### config.mk
export PLATFORM = sky130hd
export DESIGN_NAME = fpgaSynth
export DESIGN_NICKNAME = d
export VERILOG_FILES = /design/src/common/synthPkg.sv /design/src/common/voiceBus.sv /design/src/voice/voiceSequencer.sv /design/src/voice/waveShaper.sv /design/src/voiceMixer.sv /design/src/i2sTransmitter.sv /design/src/fpgaSynth.sv
export VERILOG_INCLUDE_DIRS = /design/src /design/src/common
export SDC_FILE = /design/constraint.sdc
export NUM_CORES = 1
export LEC_CHECK = 0
export BUFFER_PORTS_ARGS = -buffer_cell sky130_fd_sc_hd__buf_4
export CAP_MARGIN = 20
export CORE_ASPECT_RATIO = 1.75
export CORE_MARGIN = 2
export CORE_UTILIZATION = 61
export DETAILED_ROUTE_END_ITERATION = 7
export PLACE_DENSITY = 0.78
export REMOVE_ABC_BUFFERS = 1
export SETUP_SLACK_MARGIN = 0.02
export SLEW_MARGIN = 10
export SYNTH_ARGS = -nofsm -noshare
export SYNTH_HDL_FRONTEND = slang
export SYNTH_SLANG_ARGS = --single-unit
### constraint.sdc
create_clock -name MAX10_CLK2_50 -period 15.6 [get_ports MAX10_CLK2_50]
set_input_delay 1.56 -clock MAX10_CLK2_50 [delete_from_list [all_inputs] [get_ports MAX10_CLK2_50]]
set_output_delay 1.56 -clock MAX10_CLK2_50 [all_outputs]
set_load 0.1 [all_outputs]
### src/common/synth_settings.svh
`ifndef SYNTH_SETTINGS_SVH
`define SYNTH_SETTINGS_SVH

// Voice count, one item per voice per sweep
`define NUM_VOICES 4

// Phase accumulator width
`define PHASE_W 32

// Signed audio sample width
`define SAMPLE_W 16

// Global amplitude width
`define AMP_W 8

// Right shift after the amplitude multiply
`define AMP_SHIFT 8

// System clocks per half period of the I2S bit clock
`define SCLK_DIV 2

`endif

### src/common/synthPkg.sv
`include "synth_settings.svh"

package synthPkg;

	// ========================================================================
	// Shared synthesizer types
	// ========================================================================

	// Unsigned phase, wraps modulo 2^PHASE_W
	typedef logic [`PHASE_W-1:0] phaseT;

	// Two's complement audio sample
	typedef logic signed [`SAMPLE_W-1:0] sampleT;

	// Voice number
	typedef logic [$clog2(`NUM_VOICES)-1:0] voiceIdxT;

	// Waveform select, code 0 is the reset default
	typedef enum logic [1:0] {
		WAVE_SAW      = 2'd0,
		WAVE_SQUARE   = 2'd1,
		WAVE_TRIANGLE = 2'd2,
		WAVE_OFF      = 2'd3
	} waveSelT;

	// Unsigned global amplitude
	typedef logic [`AMP_W-1:0] ampT;

endpackage

### src/common/voiceBus.sv
`timescale 1ns/1ps

interface voiceBus;
	import synthPkg::*;

	// One voice item, a single-cycle strobe
	logic     valid;
	voiceIdxT voice;
	phaseT    phase;
	waveSelT  wave;
	sampleT   sample;
	// Marks the final voice of a sweep
	logic     last;

	// Producer side, the sequencer or the shaper output stage
	modport seqSrc (output valid, voice, phase, wave, last, sample);

	// Shaper input side, sample here is the unregistered shaped value
	modport shaperPort (input valid, voice, phase, wave, last, output sample);

	// Mixer only needs the shaped sample and framing
	modport mixSink (input valid, sample, last);

endinterface

### src/voice/voiceSequencer.sv
`timescale 1ns/1ps
`include "synth_settings.svh"

module voiceSequencer (
	input  logic               MAX10_CLK2_50,
	input  logic               arstN,
	input  logic               sampleTick,
	input  logic               cfgWrite,
	input  synthPkg::voiceIdxT cfgVoice,
	input  synthPkg::phaseT    cfgIncr,
	input  synthPkg::waveSelT  cfgWave,
	voiceBus.seqSrc            seqBus
);
	import synthPkg::*;

	localparam voiceIdxT LAST_VOICE = voiceIdxT'(`NUM_VOICES - 1);

	// Per-voice state
	phaseT    incrReg  [`NUM_VOICES];
	waveSelT  waveReg  [`NUM_VOICES];
	phaseT    phaseReg [`NUM_VOICES];

	// Sweep control
	logic     busy;
	voiceIdxT sweepCnt;

	// ========================================================================
	// Item output
	// ========================================================================

	// Item carries the phase held before this sweep's update
	assign seqBus.valid = busy;
	assign seqBus.voice = sweepCnt;
	assign seqBus.phase = phaseReg[sweepCnt];
	assign seqBus.wave  = waveReg[sweepCnt];
	assign seqBus.last  = busy && (sweepCnt == LAST_VOICE);

	// ========================================================================
	// Sweep and phase update
	// ========================================================================

	always_ff @(posedge MAX10_CLK2_50 or negedge arstN) begin
		if (!arstN) begin
			busy     <= 1'b0;
			sweepCnt <= '0;
			for (int v = 0; v < `NUM_VOICES; v++) begin
				incrReg[v]  <= '0;
				waveReg[v]  <= WAVE_SAW;
				phaseReg[v] <= '0;
			end
		end else begin
			if (busy) begin
				// Advance the voice just emitted, wraps mod 2^32
				phaseReg[sweepCnt] <= phaseReg[sweepCnt] + incrReg[sweepCnt];
				sweepCnt           <= sweepCnt + 1'b1;
				if (sweepCnt == LAST_VOICE) begin
					busy <= 1'b0;
				end
			end else if (sampleTick) begin
				// Ticks while busy fall through and are dropped
				busy     <= 1'b1;
				sweepCnt <= '0;
			end

			// Config write wins over the phase update of the same voice
			if (cfgWrite) begin
				incrReg[cfgVoice]  <= cfgIncr;
				waveReg[cfgVoice]  <= cfgWave;
				phaseReg[cfgVoice] <= '0;
			end
		end
	end

endmodule

### src/voice/waveShaper.sv
`timescale 1ns/1ps
`include "synth_settings.svh"

module waveShaper (
	input  logic          MAX10_CLK2_50,
	input  logic          arstN,
	voiceBus.shaperPort   seqBus,
	voiceBus.seqSrc       shapeBus
);
	import synthPkg::*;

	localparam sampleT SQ_HIGH = {1'b0, {(`SAMPLE_W-1){1'b1}}};
	localparam sampleT SQ_LOW  = {1'b1, {(`SAMPLE_W-2){1'b0}}, 1'b1};

	// Top phase bits
	logic [`SAMPLE_W-1:0] p;
	// Phase bits below the MSB folded on the second half cycle
	logic [`SAMPLE_W-1:0] triFold;

	assign p       = seqBus.phase[`PHASE_W-1 -: `SAMPLE_W];
	assign triFold = seqBus.phase[`PHASE_W-1] ? ~seqBus.phase[`PHASE_W-2 -: `SAMPLE_W]
	                                          :  seqBus.phase[`PHASE_W-2 -: `SAMPLE_W];

	// ========================================================================
	// Combinational shaping
	// ========================================================================

	always_comb begin
		case (seqBus.wave)
			// Offset binary to two's complement
			WAVE_SAW:      seqBus.sample = sampleT'({~p[`SAMPLE_W-1], p[`SAMPLE_W-2:0]});
			// Symmetric full scale
			WAVE_SQUARE:   seqBus.sample = p[`SAMPLE_W-1] ? SQ_LOW : SQ_HIGH;
			WAVE_TRIANGLE: seqBus.sample = sampleT'({~triFold[`SAMPLE_W-1],
			                                         triFold[`SAMPLE_W-2:0]});
			// WAVE_OFF
			default:       seqBus.sample = '0;
		endcase
	end

	// Valid and last of the shaped item
	always_ff @(posedge MAX10_CLK2_50 or negedge arstN) begin
		if (!arstN) begin
			shapeBus.valid <= 1'b0;
			shapeBus.last  <= 1'b0;
		end else begin
			shapeBus.valid <= seqBus.valid;
			shapeBus.last  <= seqBus.valid & seqBus.last;
		end
	end

	// Sample captured with each item
	always_ff @(posedge MAX10_CLK2_50) begin
		if (seqBus.valid) begin
			shapeBus.sample <= seqBus.sample;
		end
	end

endmodule

### src/voiceMixer.sv
`timescale 1ns/1ps
`include "synth_settings.svh"

module voiceMixer (
	input  logic             MAX10_CLK2_50,
	input  logic             arstN,
	input  synthPkg::ampT    amplitude,
	voiceBus.mixSink         shapeBus,
	output synthPkg::sampleT mixSample,
	output logic             mixValid
);
	import synthPkg::*;

	// Product keeps a sign bit for the unsigned amplitude
	localparam int PROD_W = `SAMPLE_W + `AMP_W + 1;
	// Headroom for the whole sweep
	localparam int ACC_W  = PROD_W + $clog2(`NUM_VOICES);

	localparam logic signed [ACC_W-1:0] SAT_MAX = ACC_W'(2 ** (`SAMPLE_W - 1) - 1);
	localparam logic signed [ACC_W-1:0] SAT_MIN = ACC_W'(-(2 ** (`SAMPLE_W - 1)));

	logic signed [PROD_W-1:0] product;
	logic signed [PROD_W-1:0] scaled;
	logic signed [ACC_W-1:0]  accReg;
	logic signed [ACC_W-1:0]  accNext;
	sampleT                   satSample;

	// ========================================================================
	// Scale and accumulate
	// ========================================================================

	assign product = shapeBus.sample * $signed({1'b0, amplitude});
	// Arithmetic shift, rounds toward minus infinity
	assign scaled  = product >>> `AMP_SHIFT;
	assign accNext = accReg + ACC_W'(scaled);

	// Clip to the sample range
	always_comb begin
		if (accNext > SAT_MAX) begin
			satSample = SAT_MAX[`SAMPLE_W-1:0];
		end else if (accNext < SAT_MIN) begin
			satSample = SAT_MIN[`SAMPLE_W-1:0];
		end else begin
			satSample = accNext[`SAMPLE_W-1:0];
		end
	end

	always_ff @(posedge MAX10_CLK2_50 or negedge arstN) begin
		if (!arstN) begin
			accReg    <= '0;
			mixSample <= '0;
			mixValid  <= 1'b0;
		end else begin
			mixValid <= 1'b0;
			if (shapeBus.valid) begin
				if (shapeBus.last) begin
					// Sweep done, publish and restart from zero
					mixSample <= satSample;
					mixValid  <= 1'b1;
					accReg    <= '0;
				end else begin
					accReg <= accNext;
				end
			end
		end
	end

endmodule

### src/i2sTransmitter.sv
`timescale 1ns/1ps
`include "synth_settings.svh"

module i2sTransmitter (
	input  logic             MAX10_CLK2_50,
	input  logic             arstN,
	input  synthPkg::sampleT mixSample,
	output logic             bclk,
	output logic             lrclk,
	output logic             sdata
);
	import synthPkg::*;

	localparam int DIV_W = ($clog2(`SCLK_DIV) > 0) ? $clog2(`SCLK_DIV) : 1;
	localparam logic [DIV_W-1:0] DIV_LAST = DIV_W'(`SCLK_DIV - 1);

	// Two words per frame
	localparam int BIT_W = $clog2(2 * `SAMPLE_W);
	localparam logic [BIT_W-1:0] FRAME_LAST = BIT_W'(2 * `SAMPLE_W - 1);
	localparam logic [BIT_W-1:0] RIGHT_FIRST = BIT_W'(`SAMPLE_W);

	logic [DIV_W-1:0] divCnt;
	// Index of the bit now on sdata
	logic [BIT_W-1:0] bitCnt;
	logic [BIT_W-1:0] nextBit;
	logic             bclkFall;
	sampleT           shiftReg;
	// Frame sample, reused for the right word
	sampleT           wordSample;

	assign bclkFall = (divCnt == DIV_LAST) && bclk;
	assign nextBit  = (bitCnt == FRAME_LAST) ? '0 : bitCnt + 1'b1;

	// ========================================================================
	// Bit clock divider
	// ========================================================================

	always_ff @(posedge MAX10_CLK2_50 or negedge arstN) begin
		if (!arstN) begin
			divCnt <= '0;
			bclk   <= 1'b0;
		end else if (divCnt == DIV_LAST) begin
			divCnt <= '0;
			bclk   <= ~bclk;
		end else begin
			divCnt <= divCnt + 1'b1;
		end
	end

	// ========================================================================
	// Frame sequencing, all changes on the falling edge of bclk
	// ========================================================================

	always_ff @(posedge MAX10_CLK2_50 or negedge arstN) begin
		if (!arstN) begin
			// First falling edge opens a frame
			bitCnt <= FRAME_LAST;
			lrclk  <= 1'b0;
			sdata  <= 1'b0;
		end else if (bclkFall) begin
			bitCnt <= nextBit;
			if (nextBit == '0) begin
				// Left word, latch newest sample
				lrclk <= 1'b0;
				sdata <= mixSample[`SAMPLE_W-1];
			end else if (nextBit == RIGHT_FIRST) begin
				lrclk <= 1'b1;
				sdata <= wordSample[`SAMPLE_W-1];
			end else begin
				sdata <= shiftReg[`SAMPLE_W-1];
			end
		end
	end

	// Shift data, MSB first
	always_ff @(posedge MAX10_CLK2_50) begin
		if (bclkFall) begin
			if (nextBit == '0) begin
				wordSample <= mixSample;
				shiftReg   <= mixSample <<< 1;
			end else if (nextBit == RIGHT_FIRST) begin
				shiftReg <= wordSample <<< 1;
			end else begin
				shiftReg <= shiftReg <<< 1;
			end
		end
	end

endmodule

### src/fpgaSynth.sv
`timescale 1ns/1ps

module fpgaSynth (
	input  logic               MAX10_CLK2_50,
	input  logic               arstN,
	input  logic               sampleTick,
	input  logic               cfgWrite,
	input  synthPkg::voiceIdxT cfgVoice,
	input  synthPkg::phaseT    cfgIncr,
	input  synthPkg::waveSelT  cfgWave,
	input  synthPkg::ampT      amplitude,
	output synthPkg::sampleT   mixSample,
	output logic               mixValid,
	output logic               bclk,
	output logic               lrclk,
	output logic               sdata
);

	// ========================================================================
	// Voice pipeline buses
	// ========================================================================

	// Sequencer to shaper
	voiceBus seqBus ();
	// Shaper to mixer
	voiceBus shapeBus ();

	// Phase accumulators and per-tick sweep
	voiceSequencer voiceSequencer_i (
		.MAX10_CLK2_50 (MAX10_CLK2_50),
		.arstN         (arstN),
		.sampleTick    (sampleTick),
		.cfgWrite      (cfgWrite),
		.cfgVoice      (cfgVoice),
		.cfgIncr       (cfgIncr),
		.cfgWave       (cfgWave),
		.seqBus        (seqBus)
	);

	// Phase to sample, one cycle
	waveShaper waveShaper_i (
		.MAX10_CLK2_50 (MAX10_CLK2_50),
		.arstN         (arstN),
		.seqBus        (seqBus),
		.shapeBus      (shapeBus)
	);

	// Scale, sum and clip one sweep
	voiceMixer voiceMixer_i (
		.MAX10_CLK2_50 (MAX10_CLK2_50),
		.arstN         (arstN),
		.amplitude     (amplitude),
		.shapeBus      (shapeBus),
		.mixSample     (mixSample),
		.mixValid      (mixValid)
	);

	// Codec serial output, free running
	i2sTransmitter i2sTransmitter_i (
		.MAX10_CLK2_50 (MAX10_CLK2_50),
		.arstN         (arstN),
		.mixSample     (mixSample),
		.bclk          (bclk),
		.lrclk         (lrclk),
		.sdata         (sdata)
	);

endmodule

==> results of run 1 <==
## how the worst max path moves through the flow
stage | cells after the start | endpoint | slack (ns)
6_report | 27 | voiceMixer_i.mixSample[14] | 6.54
4_1_cts | 26 | voiceMixer_i.mixSample[0] | 6.26
2_1_floorplan | 25 | voiceMixer_i.mixSample[10] | 6.98
5_1_grt | 27 | voiceMixer_i.mixSample[14] | 5.99
3_3_place_gp | 26 | voiceMixer_i.mixSample[13] | 5.94
3_5_place_dp | 26 | voiceMixer_i.mixSample[13] | 5.76
## per-stage QoR
stage               hold WS (ns)  cells  util (%)  worst slack, ns
floorplan                  0.435   2473         -             6.98
global placement           0.446   3053      63.6             5.94
detailed placement         0.459   3054      63.6             5.76
CTS                        0.467   3120      66.8             6.26
global route               0.476   3123      66.9             5.99
finish                     0.462   3123      66.9             6.54
## routing by layer
| metal | vias up | track usage [%] | routed length [um] |
|---|---|---|---|
| met5 | - | 0 | 0 |
| met4 | 0 | 20.0 | 4420 |
| met3 | 227 | 3.59 | 3250 |
| met2 | 750 | 58.4 | 34300 |
| met1 | 9559 | 33.2 | 21200 |
| li1 | 8779 | - | - |
## final cells by class
cell class | count | share of cell area (%)
clock buffer | 49 | 3.92
inverter | 194 | 2.80
tap | 490 | 2.35
multi-input combinational | 1910 | 50.9
clock inverter | 17 | 0.899
sequential | 369 | 36.4
timing repair buffer | 94 | 2.77
## synthesized netlist by cell type, types with 6 or more instances
| master | n |
|---|---|
| xor2_1 | 28 |
| inv_1 | 192 |
| and2_1 | 64 |
| dfrtp_1 | 317 |
| ha_1 | 112 |
| clkbuf_1 | 104 |
| o21ai_0 | 79 |
| nand2b_1 | 11 |
| o21a_1 | 12 |
| buf_2 | 10 |
| nand2_1 | 689 |
| a211oi_1 | 18 |
| a21o_1 | 37 |
| nand4_1 | 14 |
| a31oi_1 | 17 |
| nor3_1 | 35 |
| and3_1 | 15 |
| buf_1 | 15 |
| xnor2_1 | 37 |
| mux2i_1 | 23 |
| nand3b_1 | 6 |
| nor2_1 | 166 |
| o31ai_1 | 9 |
| a21oi_1 | 172 |
| fa_1 | 103 |
| a221oi_1 | 7 |
| nor2b_1 | 7 |
| edfxtp_1 | 47 |
| o32ai_1 | 14 |
| o22ai_1 | 36 |
| mux4_2 | 65 |
| nand3_1 | 36 |
| or3_1 | 14 |
## logic make-up (layout without fill, tap and decap cells)
logic type               Yosys count  count (layout)
XOR/XNOR                          65              65
AND/OR/NAND/NOR                 1082            1082
AO/OA/AOI/OAI                    456             456
flip-flops                       369             369
adder cells (fa/ha/maj)          215             215
buffers and inverters            325             354
multiplexers                      92              92
## sequential cells by signal, indices dropped and copies added (netlist names), 2 cells and up
name                           flops
i2sTransmitter_i.bitCnt            5
i2sTransmitter_i.shiftReg         15
i2sTransmitter_i.wordSample       16
voiceMixer_i.accReg               27
voiceMixer_i.mixSample            16
voiceSequencer_i.incrReg         128
voiceSequencer_i.phaseReg        128
voiceSequencer_i.seqBus.voice      2
voiceSequencer_i.waveReg           8
waveShaper_i.shapeBus.sample      16
==> flow_metrics.py, run 1 <==
metrics = {
    "setup_path": {
        "start_kind": "primary input",
        "slowest_stage": "nor4b_4",
        "critPathCaptureType": "flip-flop",
        "critPathMaxFanout": 15,
        "reg2reg_depth": 28,
        "critPathLaunch": "amplitude[0]",
        "cp.arrival_ns": 9.44,
        "r2r-end": "voiceMixer_i.mixSample[0]",
        "path_class": "primary input to flip-flop",
        "rr_startpoint": "waveShaper_i.shapeBus.sample[10]",
        "required_ns": 15.98,
        "max_stage_delay_ns": 0.65,
        "critPathBufInv": 5,
        "path_common_cell": "fa_1",
        "rrSetupSlack_ns": 7.19,
        "critical-path-top-delay-family": "adder cells",
    },
    "clocking": {
        "clock-sinks": 369,
        "cts_buffers": 36,
        "post_cts_buffers": 0,
        "hold_buffers": 0,
        "htree_levels": 2,
        "cts_tree": "built",
        "cts_resized": 0,
        "clockBufferDepth": 3,
        "path_clk_slew_ns": 0.06,
        "insertion_delay_ns": 0.56,
        "root_buffer": "clkbuf_16",
    },
    "floorplanning": {
        "dieArea_um2": 40900,
        "fp.dieW_um": 154,
        "core_area_um2": 38900,
        "start_util_pct": 61.5,
        "io_pins": 68,
        "die_y_um": 266,
        "rows": 96,
    },
    "finish": {
        "drive_above_1_share_pct": 9.61,
        "nFillCells": 3098,
        "ff_latch_area_um2": 9480,
        "final_cell_mix": "nand2_1, dfrtp_1, inv_1",
        "multi_input_area_um2": 13200,
        "antenna_cells": 0,
        "final_common_cell": "nand2_1",
        "area_growth_pct": 8.80,
        "finalNetCount": 2868,
        "design_area_um2": 26000,
    },
    "yosys": {
        "synthArstFlopShare_pct": 87.3,
        "ys_seq_elements": 369,
        "ys.flop_type": "dfrtp_1",
        "yosys.area.top_type": "dfrtp_1",
        "synth_area_um2": 23900,
        "synth_xor_area_share_pct": 2.38,
        "yosysUniqueCellTypes": 78,
        "synth-simple-area-share_pct": 19.2,
        "synthAdderAreaFrac_pct": 14.5,
        "synth_warnings": 0,
        "ys_seq_area_share_pct": 39.6,
        "synthMuxAreaShare_pct": 7.27,
        "yosys-top-cells-area": "dfrtp_1, nand2_1, fa_1",
        "syn-mean-instance-area_um2": 9.19,
        "synth_top_family_by_area": "simple AND/OR/NAND/NOR gates",
        "synthDominantCellAreaShare_pct": 33.1,
        "syn-instance-count": 2604,
        "synth-edff-count": 47,
        "synth-compound-area-share_pct": 11.9,
    },
    "min_path": {
        "hold_depth": 1,
        "hold_path_class": "flip-flop to flip-flop",
        "hold_end": "i2sTransmitter_i.divCnt",
        "min_from": "i2sTransmitter_i.divCnt",
    },
    "timing": {
        "finalCritPeriodShare_pct": 58.1,
        "finalHoldViolCount": 0,
        "slew_headroom_pct": 23.7,
        "finalSetupTns_ns": 0,
        "layout_min_cycle_time_ns": 9.06,
        "slew_violations": 0,
        "rsz0062_at_grt": "false",
        "fin_worst_skew_ns": 0.0253,
        "max_freq_ghz": 0.110,
        "tightest_slew_ns": 1.14,
        "finalSetupViolations": 0,
    },
    "routing": {
        "wl_per_cell_um": 20.2,
        "drtIter0Drc": 1501,
        "firstDrtPassIters": 6,
        "postRouteAntennaNets": 0,
        "num_vias": 19300,
        "avgViaCountPerCell": 6.18,
        "routed_wl_mm": 63.2,
        "drc": 0,
    },
    "grt": {
        "grt_max_degree": 102,
        "grt_first_pass_wirelength_mm": 102,
        "antenna_found_initial": 0,
        "grt_pass1_vias": 20100,
        "grt.total_usage_pct": 31.4,
        "gr-total-overflow": 0,
    },
    "status": {
        "outcome": "completed",
    },
    "placed_design": {
        "gp_congestion": 0.954,
        "numPortBuffers": 67,
        "placedInstanceArea_um2": 24800,
        "dp_hpwl_mm": 42.8,
    },
    "run": {
        "maxCapViolCount": 0,
    },
}
Power of run 1 is left out: the tool's default activity adds up to more than one toggle a clock period on the data nets, which glitch-free logic cannot reach.
==> run 2, diff against run 1 <==
- clock period: 15.6 -> 8.88 ns (I/O delays scaled with it)
==> run 2 against run 1 <==
Via count grew 0.17%. Sequential share of layout area about the same. Final cell count up 0.13%. Cell area about the same. Worst hold slack worse by 0.045 ns. Critical path depth shrank 1. Highest routed layer unchanged. Routed wire length rose by 0.62%. Non-clock buffer count is 7 higher. Setup slack lost 5.9 ns. Flip-flop and latch count is the same. Clock skew shrank 0.0099 ns. Utilization is essentially flat.
==> flow_metrics.py, run 2 (synthesis results as in run 1) <==
metrics = {
    "status": {
        "outcome": "completed",
    },
    "routing": {
        "routed_wl_mm": 63.6,
        "postRouteAntennaNets": 0,
        "wl_met3_mm": 3.39,
        "num_vias": 19300,
        "drtIter0Drc": 1452,
        "wl_met1_mm": 21.5,
        "top_layer": "met4",
        "firstDrtPassIters": 6,
        "wl_per_cell_um": 20.3,
        "wl_met2_mm": 34.3,
        "drc": 0,
        "avgViaCountPerCell": 6.19,
    },
    "floorplanning": {
        "dieArea_um2": 40900,
        "fp.dieW_um": 154,
        "io_pins": 68,
        "start_util_pct": 61.5,
        "die_y_um": 266,
        "core_area_um2": 38900,
        "rows": 96,
    },
    "finish": {
        "finalNetCount": 2874,
        "drive_above_1_share_pct": 9.71,
        "final_common_cell": "nand2_1",
        "area_growth_pct": 8.78,
        "ff_latch_area_um2": 9480,
        "antenna_cells": 0,
        "multi_input_area_um2": 13200,
        "reg.largest.list": "voiceSequencer_i.incrReg: 128 flops, voiceSequencer_i.phaseReg: 128 flops, voiceMixer_i.accReg: 27 flops",
        "final_cell_mix": "nand2_1, dfrtp_1, inv_1",
        "design_area_um2": 26000,
        "nFillCells": 3085,
    },
    "timing": {
        "max_freq_ghz": 0.121,
        "slew_violations": 0,
        "fin_worst_skew_ns": 0.0154,
        "fin_ws_ns": 0.592,
        "slew_headroom_pct": 28.4,
        "finalSetupTns_ns": 0,
        "rsz0062_at_grt": "false",
        "finalHoldViolCount": 0,
        "finalSetupViolations": 0,
        "layout_min_cycle_time_ns": 8.29,
        "tightest_slew_ns": 1.07,
        "finalCritPeriodShare_pct": 93.3,
    },
    "setup_path": {
        "critPathLaunch": "waveShaper_i.shapeBus.sample[15]",
        "cp.arrival_ns": 8.66,
        "start_kind": "flip-flop",
        "critical-path-top-delay-family": "adder cells",
        "required_ns": 9.25,
        "reg2reg_depth": 26,
        "rr_startpoint": "waveShaper_i.shapeBus.sample[15]",
        "slowest_stage": "nor2_1",
        "r2r-end": "voiceMixer_i.mixSample[14]",
        "cp.depth": 26,
        "max_stage_delay_ns": 0.71,
        "rrSetupSlack_ns": 0.59,
        "critPathMaxFanout": 13,
        "path_common_cell": "fa_1",
        "critPathBufInv": 4,
        "path_class": "flip-flop to flip-flop",
        "critPathCaptureType": "flip-flop",
    },
    "placed_design": {
        "placedInstanceArea_um2": 24800,
        "pre_cts_ws_ns": 0.195,
        "numPortBuffers": 67,
        "dp_hpwl_mm": 42.4,
        "gp_congestion": 0.990,
    },
    "clocking": {
        "clockBufferDepth": 3,
        "cts_tree": "built",
        "root_buffer": "clkbuf_16",
        "hold_buffers": 0,
        "insertion_delay_ns": 0.55,
        "path_clk_slew_ns": 0.06,
        "cts_resized": 0,
        "clock-sinks": 369,
        "post_cts_buffers": 0,
        "htree_levels": 2,
        "cts_buffers": 35,
    },
    "run": {
        "maxCapViolCount": 0,
    },
    "grt": {
        "grt_max_degree": 121,
        "gr-total-overflow": 0,
        "grt_first_pass_wirelength_mm": 103,
        "antenna_found_initial": 0,
        "grt_pass1_vias": 20300,
        "grt.total_usage_pct": 31.7,
    },
    "min_path": {
        "hold_path_class": "primary input to asynchronous set/reset pin",
    },
}
-- run 2: changes by cell type in the layout (fill, tap and decap cells not counted), moves of 2 or more --
cell,delta
buf_4,+9
clkbuf_8,-4
clkbuf_1,+3
clkinv_4,-2
-- run 2: per-layer routing --
metal  vias to the layer above  global-route usage [%]
met4                         0                    21.1
met3                       244                    3.89
met5                         -                       0
met2                       787                    59.1
met1                      9534                    33.2
li1                       8783                       -
-- run 2: layout make-up --
cell class	count	area share [%]
multi-input combinational	1910	50.9
timing repair buffer	101	2.96
sequential	369	36.4
clock inverter	14	0.755
clock buffer	49	3.84
inverter	194	2.80
tap	490	2.35
-- run 2: worst max-delay path by stage --
stage,slack [ns],end
CTS,0.67,voiceMixer_i.mixSample[14]
detailed placement,0.20,voiceMixer_i.mixSample[14]
floorplan,0.93,voiceMixer_i.mixSample[10]
global placement,0.41,voiceMixer_i.mixSample[13]
finish,0.59,voiceMixer_i.mixSample[14]
global route,0.18,voiceMixer_i.mixSample[14]
-- run 2: stage by stage --
step                std cells  util, %  hold slack (ns)
detailed placement       3062     63.8            0.458
floorplan                2473        -            0.435
finish                   3127     66.9            0.418
global route             3127     66.9            0.493
global placement         3062     63.8            0.447
CTS                      3125     66.8            0.474
Power of run 2 is left out for the same reason.
